==> src/fpdiv_defs.svh <==
// shared constants for the fp32 SRT divider
// include wherever iteration counts, widths or flag positions are needed
`ifndef FPDIV_DEFS_SVH
`define FPDIV_DEFS_SVH

// radix-4 recurrence, two quotient bits per step
`define FPDIV_ITERS 14
`define FPDIV_QW    28   // raw quotient bits
`define FPDIV_RW    28   // residual, 2 integer + 26 fraction bits, two's complement

// single precision exponent bias
`define FPDIV_BIAS  127

// bit positions in the 5-bit flags word
`define FLAG_INVALID   4
`define FLAG_DIVZERO   3
`define FLAG_OVERFLOW  2
`define FLAG_UNDERFLOW 1
`define FLAG_INEXACT   0

`endif

==> src/fpdiv_pkg.sv <==
// types shared by the divider datapath and its testbench model
// import with a wildcard in the module header where fp32 words are taken apart
package fpdiv_pkg;

  // one IEEE-754 single precision word, seen either as raw bits or as its fields
  // unpack reads the fields, round/pack builds the result through them,
  // the ctrl registers only ever move the raw word
  typedef union packed {
    logic [31:0] word;    // raw bus view
    struct packed {
      logic        sign;      // 1 = negative
      logic [7:0]  exponent;  // biased, 0 and 255 are reserved
      logic [22:0] fraction;  // hidden bit not stored
    } f;
  } fp32_u;

endpackage

==> src/fpdiv_ifs.sv <==
// internal bundles of the divider
// srt_iter_if runs between the controller and the SRT core,
// fp_side_if carries the unpacked side info to round/pack
`timescale 1ns/10ps
`include "fpdiv_defs.svh"

interface srt_iter_if;
  logic                  start;          // one-cycle pulse from ctrl
  logic [23:0]           mant_dividend;  // 1.f, held while the core runs
  logic [23:0]           mant_divisor;
  logic                  done;           // one-cycle pulse from core
  logic [`FPDIV_QW-1:0]  quot;           // valid while done is high
  logic                  rem_nonzero;    // sticky source for rounding

  modport ctrl (
    output start,
    input  done
  );

  modport core (
    input  start, mant_dividend, mant_divisor,
    output done, quot, rem_nonzero
  );
endinterface

interface fp_side_if;
  logic              sign;           // xor of operand signs
  logic signed [9:0] exp_diff;       // ea - eb + bias, may go out of range
  logic              is_special;     // zero, inf or nan result
  logic [31:0]       special_word;   // result used when is_special
  logic [4:0]        special_flags;

  modport src (output sign, exp_diff, is_special, special_word, special_flags);
  modport dst (input  sign, exp_diff, is_special, special_word, special_flags);
endinterface

==> src/fp_unpack.sv <==
// operand unpack for the divider, purely combinational
// classifies both operands, forms sign and exponent difference,
// hands left-aligned mantissas to the SRT core and the special result to round/pack
`timescale 1ns/10ps
`include "fpdiv_defs.svh"

module fp_unpack
  import fpdiv_pkg::*;
(
  input  fp32_u         a,       // dividend
  input  fp32_u         b,       // divisor
  fp_side_if.src        side,
  output logic [23:0]   mant_a,
  output logic [23:0]   mant_b
);

  logic a_zero, a_inf, a_nan, a_norm;
  logic b_zero, b_inf, b_nan, b_norm;
  logic res_sign;

  // subnormals count as zero
  assign a_zero = (a.f.exponent == 8'h00);
  assign b_zero = (b.f.exponent == 8'h00);
  assign a_inf  = (a.f.exponent == 8'hff) && (a.f.fraction == 23'h0);
  assign b_inf  = (b.f.exponent == 8'hff) && (b.f.fraction == 23'h0);
  assign a_nan  = (a.f.exponent == 8'hff) && (a.f.fraction != 23'h0);
  assign b_nan  = (b.f.exponent == 8'hff) && (b.f.fraction != 23'h0);
  assign a_norm = !a_zero && (a.f.exponent != 8'hff);
  assign b_norm = !b_zero && (b.f.exponent != 8'hff);

  assign res_sign  = a.f.sign ^ b.f.sign;
  assign side.sign = res_sign;

  // hidden bit restored, specials get 1.0 so the recurrence stays bounded
  assign mant_a = a_norm ? {1'b1, a.f.fraction} : 24'h80_0000;
  assign mant_b = b_norm ? {1'b1, b.f.fraction} : 24'h80_0000;

  // biased, one too high when the quotient ends up below one
  assign side.exp_diff = 10'(a.f.exponent) - 10'(b.f.exponent) + 10'(`FPDIV_BIAS);

  always_comb begin
    side.is_special    = 1'b1;
    side.special_word  = {res_sign, 31'h0};   // signed zero by default
    side.special_flags = 5'b0;
    if (a_nan || b_nan || (a_zero && b_zero) || (a_inf && b_inf)) begin
      side.special_word = 32'h7fc0_0000;      // canonical quiet nan
      side.special_flags[`FLAG_INVALID] = 1'b1;
    end else if (a_inf) begin
      side.special_word = {res_sign, 8'hff, 23'h0};  // inf / finite
    end else if (b_zero) begin
      side.special_word = {res_sign, 8'hff, 23'h0};  // finite nonzero / 0
      side.special_flags[`FLAG_DIVZERO] = 1'b1;
    end else if (a_zero || b_inf) begin
      side.special_word = {res_sign, 31'h0};  // 0 / x, finite / inf
    end else begin
      side.is_special = 1'b0;                 // both normal, datapath result
    end
  end

endmodule

==> src/srt_qsel_table.sv <==
// radix-4 SRT quotient digit selection, digit set -2..+2 (redundancy 2/3)
// r_est is 4w truncated to 3 integer and 4 fraction bits,
// d_idx the three divisor bits below the leading one of 0.1xxx
`timescale 1ns/10ps

module srt_qsel_table (
  input  logic [6:0] r_est,   // two's complement, units of 1/16
  input  logic [2:0] d_idx,   // divisor interval, [8+i, 9+i)/16
  output logic [2:0] digit    // {sign, magnitude}
);

  logic signed [7:0] m2, m1, m0, mn1;   // lower bounds for digits 2, 1, 0, -1
  logic signed [7:0] y;

  assign y = 8'(signed'(r_est));   // sign extend

  always_comb begin
    case (d_idx)
      3'd0:    begin m2 = 8'sd12; m1 = 8'sd4; m0 = -8'sd4; mn1 = -8'sd13; end
      3'd1:    begin m2 = 8'sd14; m1 = 8'sd4; m0 = -8'sd6; mn1 = -8'sd15; end
      3'd2:    begin m2 = 8'sd15; m1 = 8'sd4; m0 = -8'sd6; mn1 = -8'sd16; end
      3'd3:    begin m2 = 8'sd16; m1 = 8'sd4; m0 = -8'sd6; mn1 = -8'sd18; end
      3'd4:    begin m2 = 8'sd18; m1 = 8'sd6; m0 = -8'sd8; mn1 = -8'sd20; end
      3'd5:    begin m2 = 8'sd20; m1 = 8'sd6; m0 = -8'sd8; mn1 = -8'sd20; end
      3'd6:    begin m2 = 8'sd20; m1 = 8'sd8; m0 = -8'sd8; mn1 = -8'sd22; end
      default: begin m2 = 8'sd24; m1 = 8'sd8; m0 = -8'sd8; mn1 = -8'sd24; end
    endcase
  end

  // pick the digit whose interval holds the estimate
  // estimate error is below 1/16 since the residual is non-redundant
  always_comb begin
    if (y >= m2) begin
      digit = 3'b0_10;        // +2
    end else if (y >= m1) begin
      digit = 3'b0_01;        // +1
    end else if (y >= m0) begin
      digit = 3'b0_00;        // 0
    end else if (y >= mn1) begin
      digit = 3'b1_01;        // -1
    end else begin
      digit = 3'b1_10;        // -2
    end
  end

endmodule

==> src/srt_radix4_core.sv <==
// radix-4 SRT iteration core
// start loads the residual, 14 steps follow, done pulses with quot valid
// quotient assembled on the fly from Q/QM, no final carry-propagate conversion
`timescale 1ns/10ps
`include "fpdiv_defs.svh"

module srt_radix4_core (
  input  logic      clk,
  input  logic      rst,
  srt_iter_if.core  iter
);

  logic [`FPDIV_RW-1:0] resid;       // w, |w| <= 2/3 d
  logic [`FPDIV_QW-1:0] q_reg;       // Q
  logic [`FPDIV_QW-1:0] qm_reg;      // QM = Q - ulp
  logic [3:0]           cnt;
  logic                 busy;

  logic [`FPDIV_RW-1:0] div_d;       // 0.1xxx, divisor scaled into [1/2, 1)
  logic [`FPDIV_RW+1:0] y;           // 4w, one extra integer bit
  logic [`FPDIV_RW+1:0] dm;          // |digit| * d
  logic [`FPDIV_RW+1:0] y_next;
  logic [2:0]           digit;
  logic [1:0]           mag;
  logic                 neg_digit;
  logic [`FPDIV_QW-1:0] q_next, qm_next;
  logic                 resid_neg;
  logic [`FPDIV_RW-1:0] rem_corr;

  assign div_d = {2'b00, iter.mant_divisor, 2'b00};
  assign y     = {resid, 2'b00};

  srt_qsel_table srt_qsel_table_i (
    .r_est (resid[`FPDIV_RW-2 -: 7]),   // 4w to 1/16
    .d_idx (iter.mant_divisor[22:20]),  // bits after the leading one
    .digit (digit)
  );

  assign neg_digit = digit[2];
  assign mag       = digit[1:0];

  // divisor multiple, 0 / d / 2d
  always_comb begin
    case (mag)
      2'd1:    dm = {2'b00, div_d};
      2'd2:    dm = {1'b0, div_d, 1'b0};
      default: dm = '0;
    endcase
  end

  // w' = 4w - q*d
  assign y_next = neg_digit ? (y + dm) : (y - dm);

  // on-the-fly conversion
  always_comb begin
    if (!neg_digit) begin
      q_next  = {q_reg[`FPDIV_QW-3:0], mag};
      qm_next = (mag == 2'd0) ? {qm_reg[`FPDIV_QW-3:0], 2'd3}
                              : {q_reg[`FPDIV_QW-3:0], mag - 2'd1};
    end else begin
      q_next  = {qm_reg[`FPDIV_QW-3:0], ~mag + 2'd1};   // 4 - |q|
      qm_next = {qm_reg[`FPDIV_QW-3:0], ~mag};          // 3 - |q|
    end
  end

  // first digit is always positive, so Q/QM start at zero
  always_ff @(posedge clk) begin
    if (iter.start) begin
      resid  <= {4'b0000, iter.mant_dividend};   // x/8, inside the bound
      q_reg  <= '0;
      qm_reg <= '0;
    end else if (busy) begin
      resid  <= y_next[`FPDIV_RW-1:0];
      q_reg  <= q_next;
      qm_reg <= qm_next;
    end
  end

  always_ff @(posedge clk or negedge rst) begin
    if (!rst) begin
      busy      <= 1'b0;
      cnt       <= 4'd0;
      iter.done <= 1'b0;
    end else begin
      iter.done <= 1'b0;                      // pulse
      if (iter.start) begin
        busy <= 1'b1;
        cnt  <= 4'd0;
      end else if (busy) begin
        cnt <= cnt + 4'd1;
        if (cnt == 4'(`FPDIV_ITERS - 1)) begin   // last step
          busy      <= 1'b0;
          iter.done <= 1'b1;
        end
      end
    end
  end

  // final correction, negative residual means Q overshot by one ulp
  assign resid_neg        = resid[`FPDIV_RW-1];
  assign rem_corr         = resid_neg ? (resid + div_d) : resid;
  assign iter.quot        = resid_neg ? qm_reg : q_reg;
  assign iter.rem_nonzero = |rem_corr;

endmodule

==> src/fp_round_pack.sv <==
// normalize, round to nearest even and pack the fp32 result
// quot is x/(4d) as a 28-bit fraction, so its leading one sits at bit 26 or 25
// special results from unpack take priority over the datapath
`timescale 1ns/10ps
`include "fpdiv_defs.svh"

module fp_round_pack
  import fpdiv_pkg::*;
(
  input  logic [`FPDIV_QW-1:0] quot,
  input  logic                 rem_nonzero,
  fp_side_if.dst               side,
  output fp32_u                result,
  output logic [4:0]           flags
);

  logic                  below_one;
  logic [`FPDIV_QW-1:0]  nq;          // normalized, leading one at bit 26
  logic [23:0]           mant;
  logic                  guard;
  logic                  sticky;
  logic                  round_up;
  logic [24:0]           mant_r;      // with carry-out
  logic                  carry;
  logic [22:0]           frac;
  logic signed [9:0]     exp_n;
  logic signed [9:0]     exp_r;
  logic                  inexact;

  assign below_one = ~quot[`FPDIV_QW-2];   // x < d
  assign nq        = below_one ? {quot[`FPDIV_QW-2:0], 1'b0} : quot;
  assign exp_n     = side.exp_diff - {9'd0, below_one};

  assign mant     = nq[`FPDIV_QW-2 -: 24];
  assign guard    = nq[2];
  assign sticky   = (|nq[1:0]) | rem_nonzero;
  assign round_up = guard & (sticky | mant[0]);   // ties go to even
  assign inexact  = guard | sticky;

  assign mant_r = {1'b0, mant} + {24'd0, round_up};
  assign carry  = mant_r[24];                      // 1.111.. rolled to 10.000..
  assign frac   = carry ? mant_r[23:1] : mant_r[22:0];
  assign exp_r  = exp_n + {9'd0, carry};

  always_comb begin
    result.f.sign     = side.sign;
    result.f.exponent = exp_r[7:0];
    result.f.fraction = frac;
    flags             = 5'b0;
    flags[`FLAG_INEXACT] = inexact;
    if (side.is_special) begin
      result.word = side.special_word;
      flags       = side.special_flags;
    end else if (exp_r >= 10'sd255) begin
      result.f.exponent = 8'hff;          // signed inf
      result.f.fraction = 23'h0;
      flags[`FLAG_OVERFLOW] = 1'b1;
      flags[`FLAG_INEXACT]  = 1'b1;
    end else if (exp_r <= 10'sd0) begin
      result.f.exponent = 8'h00;          // flush to signed zero
      result.f.fraction = 23'h0;
      flags[`FLAG_UNDERFLOW] = 1'b1;
      flags[`FLAG_INEXACT]   = 1'b1;
    end
  end

endmodule

==> src/fpdiv_ctrl.sv <==
// four-phase req/ack controller for the divider
// captures operands on req, pulses start, latches the packed result on done,
// holds ack until the requester drops req
`timescale 1ns/10ps

module fpdiv_ctrl
  import fpdiv_pkg::*;
(
  input  logic         clk,
  input  logic         rst,
  input  logic         req,
  output logic         ack,
  input  logic [31:0]  dividend_in,
  input  logic [31:0]  divisor_in,
  output fp32_u        op_a,
  output fp32_u        op_b,
  srt_iter_if.ctrl     iter,
  input  fp32_u        res_in,
  input  logic [4:0]   flags_in,
  output logic [31:0]  quotient,
  output logic [4:0]   flags
);

  localparam logic [1:0] st_idle  = 2'd0;
  localparam logic [1:0] st_busy  = 2'd1;   // core iterating
  localparam logic [1:0] st_acked = 2'd2;   // result held, waiting for req low

  logic [1:0] state;
  logic       take;

  assign take = (state == st_idle) && req;

  // operands stay put for the whole division
  always_ff @(posedge clk) begin
    if (take) begin
      op_a.word <= dividend_in;
      op_b.word <= divisor_in;
    end
  end

  always_ff @(posedge clk or negedge rst) begin
    if (!rst) begin
      state      <= st_idle;
      ack        <= 1'b0;
      iter.start <= 1'b0;
      quotient   <= 32'h0;
      flags      <= 5'h0;
    end else begin
      iter.start <= take;                  // high for the cycle after capture
      case (state)
        st_idle:  if (req) state <= st_busy;
        st_busy: begin
          if (iter.done) begin
            quotient <= res_in.word;       // unpack/round are combinational
            flags    <= flags_in;
            ack      <= 1'b1;
            state    <= st_acked;
          end
        end
        st_acked: begin
          if (!req) begin
            ack   <= 1'b0;
            state <= st_idle;
          end
        end
        default: state <= st_idle;
      endcase
    end
  end

endmodule

==> src/fp32_divider.sv <==
// fp32 divider top, radix-4 SRT, round to nearest even
// plain req/ack ports, result 16 edges after req is sampled
// only wiring here, the work is in ctrl, unpack, core and round/pack
`timescale 1ns/10ps

module fp32_divider
  import fpdiv_pkg::*;
(
  input  logic         clk,
  input  logic         rst,
  input  logic         req,
  output logic         ack,
  input  logic [31:0]  dividend,
  input  logic [31:0]  divisor,
  output logic [31:0]  quotient,
  output logic [4:0]   flags
);

  fp32_u      op_a, op_b;      // registered operands
  fp32_u      res_word;        // packed result, combinational
  logic [4:0] res_flags;

  srt_iter_if iter_bus ();
  fp_side_if  side_bus ();

  fpdiv_ctrl fpdiv_ctrl_i (
    .clk         (clk),
    .rst         (rst),
    .req         (req),
    .ack         (ack),
    .dividend_in (dividend),
    .divisor_in  (divisor),
    .op_a        (op_a),
    .op_b        (op_b),
    .iter        (iter_bus.ctrl),
    .res_in      (res_word),
    .flags_in    (res_flags),
    .quotient    (quotient),
    .flags       (flags)
  );

  // mantissas go straight onto the core's side of the iteration bus
  fp_unpack fp_unpack_i (
    .a      (op_a),
    .b      (op_b),
    .side   (side_bus.src),
    .mant_a (iter_bus.mant_dividend),
    .mant_b (iter_bus.mant_divisor)
  );

  srt_radix4_core srt_radix4_core_i (
    .clk  (clk),
    .rst  (rst),
    .iter (iter_bus.core)
  );

  fp_round_pack fp_round_pack_i (
    .quot        (iter_bus.quot),
    .rem_nonzero (iter_bus.rem_nonzero),
    .side        (side_bus.dst),
    .result      (res_word),
    .flags       (res_flags)
  );

endmodule

==> config.mk <==
export PLATFORM = sky130hd
export DESIGN_NAME = fp32_divider
export DESIGN_NICKNAME = d
export VERILOG_FILES = /design/src/fpdiv_pkg.sv /design/src/fpdiv_ifs.sv /design/src/fp_unpack.sv /design/src/srt_qsel_table.sv /design/src/srt_radix4_core.sv /design/src/fp_round_pack.sv /design/src/fpdiv_ctrl.sv /design/src/fp32_divider.sv
export VERILOG_INCLUDE_DIRS = /design/src /design/src/src
export SDC_FILE = /design/constraint.sdc
export NUM_CORES = 1
export LEC_CHECK = 0
export BUFFER_PORTS_ARGS = -buffer_cell sky130_fd_sc_hd__buf_2
export CAP_MARGIN = 30
export CORE_MARGIN = 2
export CORE_UTILIZATION = 30
export DETAILED_ROUTE_END_ITERATION = 10
export GPL_ROUTABILITY_DRIVEN = 0
export PLACE_DENSITY_LB_ADDON = 0.15
export SETUP_SLACK_MARGIN = 0.4
export SKIP_LAST_GASP = 1
export SLEW_MARGIN = 20
export SYNTH_ARGS = -nofsm -noshare
export SYNTH_HDL_FRONTEND = slang
export SYNTH_SLANG_ARGS = --single-unit
export TNS_END_PERCENT = 30
==> constraint.sdc <==
create_clock -name clk -period 7.42 [get_ports clk]
set_clock_uncertainty 0.1 [all_clocks]
set_input_delay 0.371 -clock clk [delete_from_list [all_inputs] [get_ports clk]]
set_output_delay 0.371 -clock clk [all_outputs]
set_load 0.005 [all_outputs]
## After elaboration in Yosys (flattened, before gate mapping)

Cells that the tools add are included.
W data, S select, Z words.

| operators by class | value |
|---|---|
| bitwise operators | 7 |
| add/sub/neg operators | 11 |
| equality and inequality tests | 18 |
| magnitude comparators | 6 |
| muxes and demuxes | 57 |
| reductions and logical operators | 35 |

Operators with widths:

| operator | number |
|---|---|
| $mux W31 | 5 |
| $mux W27 | 5 |
| $mux W23 | 3 |
| $pmux W5 S6 | 2 |
| $mux W28 | 2 |
| $pmux W27 S2 | 1 |
| $mux W24 | 2 |
| $logic_not A23 Y1 | 2 |
| $reduce_bool A23 Y1 | 2 |
| $mux W32 | 1 |
| $add A28 B26 Y28 | 1 |
| $add A28 B27 Y28 | 1 |
| $reduce_or A28 Y1 | 1 |
| $sub A28 B27 Y28 | 1 |
| $add A24 B1 Y25 | 1 |
| $mux W1 | 20 |
| $eq A8 B8 Y1 const B | 2 |
| $logic_not A8 Y1 | 2 |
| $ne A8 B8 Y1 const B | 2 |
| $ge A7 B6 Y1 | 2 |
| $mux W2 | 6 |
| $mux W3 | 4 |
| $add A10 B1 Y10 | 1 |
| $add A10 B7 Y10 const B | 1 |
| 38 further kinds | 64 |

| word-level totals | value |
|---|---|
| input port bits | 67 |
| register bits after elaboration | 193 |
| output and inout bits | 38 |
| logic and storage cells | 148 |

## Longest topological paths before layout

| logic depth | value |
|---|---|
| depth in word-level cells | 18 |
| gate-level depth with buffers | 40 |
| mapped depth without buffers | 35 |

## Cells and area by module

A second synthesis with hierarchy kept.

| second synthesis, totals | value |
|---|---|
| cell total of the unflattened synthesis | 1735 |
| area, all modules | 15578.7 um2 |

By module, submodules not included:

| module | cells each | area each (um2) | times used | seq. area each (um2) |
|---|---|---|---|---|
| srt_radix4_core | 991 | 7941.4 | 1 | 2072.0 |
| fpdiv_ctrl | 156 | 3540.9 | 1 | 2947.8 |
| fp_round_pack | 303 | 2147.1 | 1 | 0.0 |
| fp_unpack | 219 | 1473.9 | 1 | 0.0 |
| srt_qsel_table | 66 | 475.5 | 1 | 0.0 |

## Worst setup path after synthesis

Ideal clock, no wire load.

| path | value |
|---|---|
| path type | reg2reg |
| start | reg fpdiv_ctrl_i.op_b[24] (netlist bit) |
| end | reg srt_radix4_core_i.resid[24] |
| arrival | 7911 ps |
| path buffers | 6 |
| clock period less this slack | 8133 ps |
| library setup time | 122 ps |
| stages on the path, launching flop included | 39 |
| path slack | -713 ps |
| required time | 7198 ps |
| path through | edfxtp_1 nand4_1 or4_1 buf_1 and2_1 clkbuf_1 nand2_1 clkinv_1 a21oi_1 ha_1 inv_1 o21ai_0 a21oi_1 o21ai_0 clkbuf_1 nor2_1 o21ba_2 inv_1 [3 not listed] clkbuf_1 clkbuf_1 a22o_1 nand2_1 ha_1 nand2_1 o21ai_0 fa_1 a21o_1 a21o_1 a2111oi_0 o311ai_0 a21oi_1 o21ai_1 a21boi_0 a21oi_1 nor4b_1 a311o_1 |

| on the way | value |
|---|---|
| cells in the longest elaborated chain, start to end | 16 |
| elaborated cells between the ends (all ways) | 34 |
| those cells by class | 2 x add/sub; 4 x order compare; 9 x eq/ne; 11 x mux; 8 x reduce/logical |

Ends and longest elaborated chain:

| item | RTL line | text |
|---|---|---|
| start, declared | fpdiv_ctrl.sv:16 | `output fp32_u op_b,` |
| $logic_not A8 Y1 | fp_unpack.sv:23 | `assign b_zero = (b.f.exponent == 8'h00);` |
| $logic_not A1 Y1 | fp_unpack.sv:29 | `assign b_norm = !b_zero && (b.f.exponent != 8'hff);` |
| $logic_and A1 B1 Y1 * | fp_unpack.sv:29 |  |
| $mux W23 * | fp_unpack.sv:36 | `assign mant_b = b_norm ? {1'b1, b.f.fraction} : 24'h80_0000;` |
| $eq A3 B3 Y1 | srt_qsel_table.sv:18 | `case (d_idx)` |
| $reduce_or A2 Y1 (no source line) | -- |  |
| $pmux W5 S6 | srt_qsel_table.sv:18 |  |
| $ge A7 B6 Y1 | srt_qsel_table.sv:39 | `end else if (y >= mn1) begin` |
| $mux W2 | srt_qsel_table.sv:39 |  |
| $mux W3 | srt_qsel_table.sv:37 | `end else if (y >= m0) begin` |
| $mux W3 | srt_qsel_table.sv:35 | `end else if (y >= m1) begin` |
| $mux W3 * | srt_qsel_table.sv:33 | `if (y >= m2) begin` |
| via srt_radix4_core_i.digit[0] | srt_radix4_core.sv:23 | `logic [2:0] digit;` |
| $eq A2 B2 Y1 or $eq A2 B1 Y1 (tied branches) | srt_radix4_core.sv:44 | `case (mag)` |
| $pmux W27 S2 * | srt_radix4_core.sv:44 |  |
| $sub A28 B27 Y28 or $add A28 B27 Y28 (tied branches) | srt_radix4_core.sv:52 | `assign y_next = neg_digit ? (y + dm) : (y - dm);` |
| $mux W28 * | srt_radix4_core.sv:52 |  |
| end signal, assigned | srt_radix4_core.sv:69 | `resid <= {4'b0000, iter.mant_dividend};` |
| end signal, assigned | srt_radix4_core.sv:73 | `` resid <= y_next[`FPDIV_RW-1:0]; `` |
| end, declared | srt_radix4_core.sv:13 | `` logic [`FPDIV_RW-1:0] resid; `` |

The timed path passes the listed nets; every way through them passes the cells marked *.
A chain may end at the register's enable or synchronous reset.

## Worst setup path after layout

| path | value |
|---|---|
| start | reg fpdiv_ctrl_i.op_b[29] (netlist bit) |
| end | reg srt_radix4_core_i.resid[24] |

Same word-level chain as after synthesis.

==> impl_metrics.csv <==
group,metric,value,unit
worst_setup_path,max_stage_delay,0.53,ns
clock_tree,clk_pin_slew,0.07,ns
die,chipWidth,218,microns
yosys,synth_edf_count,88,
yosys,synth.distinct_cells,84,
sta,relSlewSlack,0.489,
global_routing,antenna_found_initial,2,
yosys,syn_nets,1778,
layout,layout-drive-gt1-share,0.155,
layout,n_antenna_cell,0,
clock_tree,cts.sinks,193,
die,io_pins,105,
detailed_routing,vias,12800,
worst_setup_path,path_buf_inv,4,
die,dieArea,0.0476,sq mm
clock_tree,clock_latency,0.51,ns
worst_setup_path,crit_required,7.70,ns
clock_tree,htreeDepth,4,
global_routing,grt_pass1_vias,12300,
layout,area_growth,21.1,%
detailed_routing,drt_iter0_drc,875,
flow_run,cap_violations,0,
worst_setup_path,r2r_slack,0.71,ns
placed_design,dp.final_hpwl,33500,microns
detailed_routing,first_pass_iters,5,
yosys,netlist_area,0.0138,sq mm
worst_setup_path,path_class,"register to register",
sta,rsz0062_at_grt,"false",
placed_design,placed_area,0.0152,sq mm
sta,hold_viol_final,0,
yosys,synthCells,1619,
worst_setup_path,path_delay_family,"compound AO/OA/AOI/OAI gates",
worst_setup_path,timing.rr.end,"srt_radix4_core_i.resid[24]$_SDFFE_PP0P_",
layout,reg.largest.list,"fpdiv_ctrl_i.op_a (32), fpdiv_ctrl_i.op_b (32), fpdiv_ctrl_i.quotient (32)",
clock_tree,cts-root-buf,"clkbuf_16",
worst_setup_path,ff2ff_path_depth,35,
yosys,synth_most_common_cell,"nand2_1",
yosys,synth.top_cells.by_count,"215 x nand2_1, 176 x nor2_1, 121 x o21ai_0, 100 x a21oi_1, 88 x edfxtp_1",
worst_setup_path,r2r_start,"fpdiv_ctrl_i.op_b[29]$_DFFE_PP_",
placed_design,io_buffers,104,
clock_tree,cts_buffers,17,
global_routing,grt_pass1_wl,69800,microns
yosys,ys_ff_latch,193,
worst_setup_path,endpoint_kind,"register",
yosys,synthFlopType,"edfxtp_1",
yosys,synth_warnings,0,
sta,drv_slew,0,
worst_setup_path,cp.arrival,6.99,ns
global_routing,grt_max_degree,78,
worst_setup_path,startpoint_type,"register",
sta,post-route-min-period,6.71,ns
die,die_y,218,microns
clock_tree,cts_tree,"yes",
global_routing,grt-ovfl-total,0,
yosys,yosys-top-cells-area,"edfxtp_1 19%, dfrtp_1 8.5%, dfxtp_1 8.4%, ha_1 7.9%, nand2_1 5.9%",
hold_path,hp-class,"register to register",
global_routing,grt_usage,0.192,
die,fp-row-count,78,
detailed_routing,drc,0,
run_status,run_status,"completed",
layout,nNetsFinal,1950,
yosys,seq_area_frac_synth,0.362,
sta,clock.fmax,0.149,GHz
die,core,0.0454,sq mm
worst_setup_path,slowest_stage,"or4_4",
sta,setup_tns,0,ns
yosys,post-synth-top-area-cell,"edfxtp_1",
worst_setup_path,cpMostUsedCell,"a21o_1",
clock_tree,clockBufferDepth,2,
sta,period_share,0.904,
worst_setup_path,path_max_fanout,7,
yosys,async_flop_share,0.244,
yosys,avgSynthCellArea,8.50,sq um
detailed_routing,drt-total-wl,44700,microns
worst_setup_path,critical_path.startpoint,"fpdiv_ctrl_i.op_b[29]$_DFFE_PP_",
worst_setup_path,cp_num_cells,35,
sta,tightestPinTransition,0.764,ns
detailed_routing,avgRoutedWirePerCell,18.6,microns
sta,setup_viol,0,
detailed_routing,ant_nets,0,
die,initial_core_util,0.303,
worst_setup_path,endpoint,"srt_radix4_core_i.resid[24]$_SDFFE_PP0P_",
layout,finalInstanceArea,0.0167,sq mm
yosys,post-synth-top-area-fraction,0.192,
detailed_routing,routed_via_density,5.33,
## cell usage in the layout (no fill, tap or decap), drive strengths merged, types with 17 or more instances in the layout
cell         Yosys  layout
inv             72      76
xnor2           47      47
a21oi          100     100
dlygate4sd3      0      66
a311oi          52      52
nor3            36      36
buf             15     171
o22ai           19      19
dfxtp           58      58
nor2           176     176
mux2i           34      34
xor2            34      34
and3            22      22
edfxtp          88      88
ha              87      87
nand2          215     215
a21o            28      28
clkbuf          69      25
nor4            20      20
nand3           22      22
dfrtp           47      47
o21ai          127     127
nor2b           17      17
## cells by family after synthesis
kind of cell             Yosys count  share of synthesized area
AND/OR/NAND/NOR                  575                      0.191
XOR/XNOR                          81                     0.0515
buffers and inverters            157                     0.0454
multiplexers                      44                     0.0346
adder cells (fa/ha/maj)           92                     0.0864
AO/OA/AOI/OAI                    477                      0.229
flip-flops                       193                      0.362
## area by class of cell
type                    instances  area (sq um)
well taps                     600           751
clock buffers                  25           507
multi-input cells            1269          8400
clock inverters                 7          50.0
flip-flops and latches        193          4990
inverters                      73           282
fillers                      4702         28700
repair buffers                237          1690
## how the worst min path moves through the flow
stage	from	to	slack, ns	cells after the start
final	srt_radix4_core_i.qm_reg[25]$_SDFFE_PP0P_	srt_radix4_core_i.qm_reg[25]$_SDFFE_PP0P_	0.38	2
after global routing	srt_radix4_core_i.qm_reg[25]$_SDFFE_PP0P_	srt_radix4_core_i.qm_reg[25]$_SDFFE_PP0P_	0.41	2
after CTS	srt_radix4_core_i.qm_reg[25]$_SDFFE_PP0P_	srt_radix4_core_i.qm_reg[25]$_SDFFE_PP0P_	0.39	2
after detailed placement	fpdiv_ctrl_i.flags[3]$_DFFE_PN0P_	fpdiv_ctrl_i.flags[3]$_DFFE_PN0P_	0.37	2
after global placement	fpdiv_ctrl_i.flags[3]$_DFFE_PN0P_	fpdiv_ctrl_i.flags[3]$_DFFE_PN0P_	0.36	2
after floorplan	rst	fpdiv_ctrl_i.ack$_DFFE_PN0P_	-0.02	0
## repair_timing
item / CTS / global route
pin swaps: 3 / 25
hold buffers: 66 / 0
setup buffers: 2 / 9
hold endpoints to repair: 112 / 0
endpoints found under the setup margin: 11 / 15
gates resized for setup: 13 / 32
## stage by stage
step	utilization	hold slack, ns	cells	worst slack, ns
3_3_place_gp	0.335	0.361	2293	0.0205
4_1_cts	0.363	0.386	2394	0.423
5_1_grt	0.367	0.409	2404	0.371
2_1_floorplan	-	-0.0246	1619	0.405
3_5_place_dp	0.335	0.372	2294	-0.154
6_report	0.367	0.384	2404	0.710
## routing by layer
layer,routed length (microns),up-vias,GRT usage
li1,-,6276,-
met4,1070,2,0.0658
met3,2290,56,0.0427
met2,20500,295,0.301
met5,13,-,0
met1,20800,6196,0.259
## worst reg2reg max path: cells and delay by family, from the launching register on
family,cells,cell delay [ns]
flops,1,0.39
compound gates,16,3.05
simple gates,11,1.62
buf+inv,4,0.35
fa+ha+maj,4,1.07
Power is left out: the tool's default activity adds up to more than one toggle a clock period on the data nets, which glitch-free logic cannot reach.
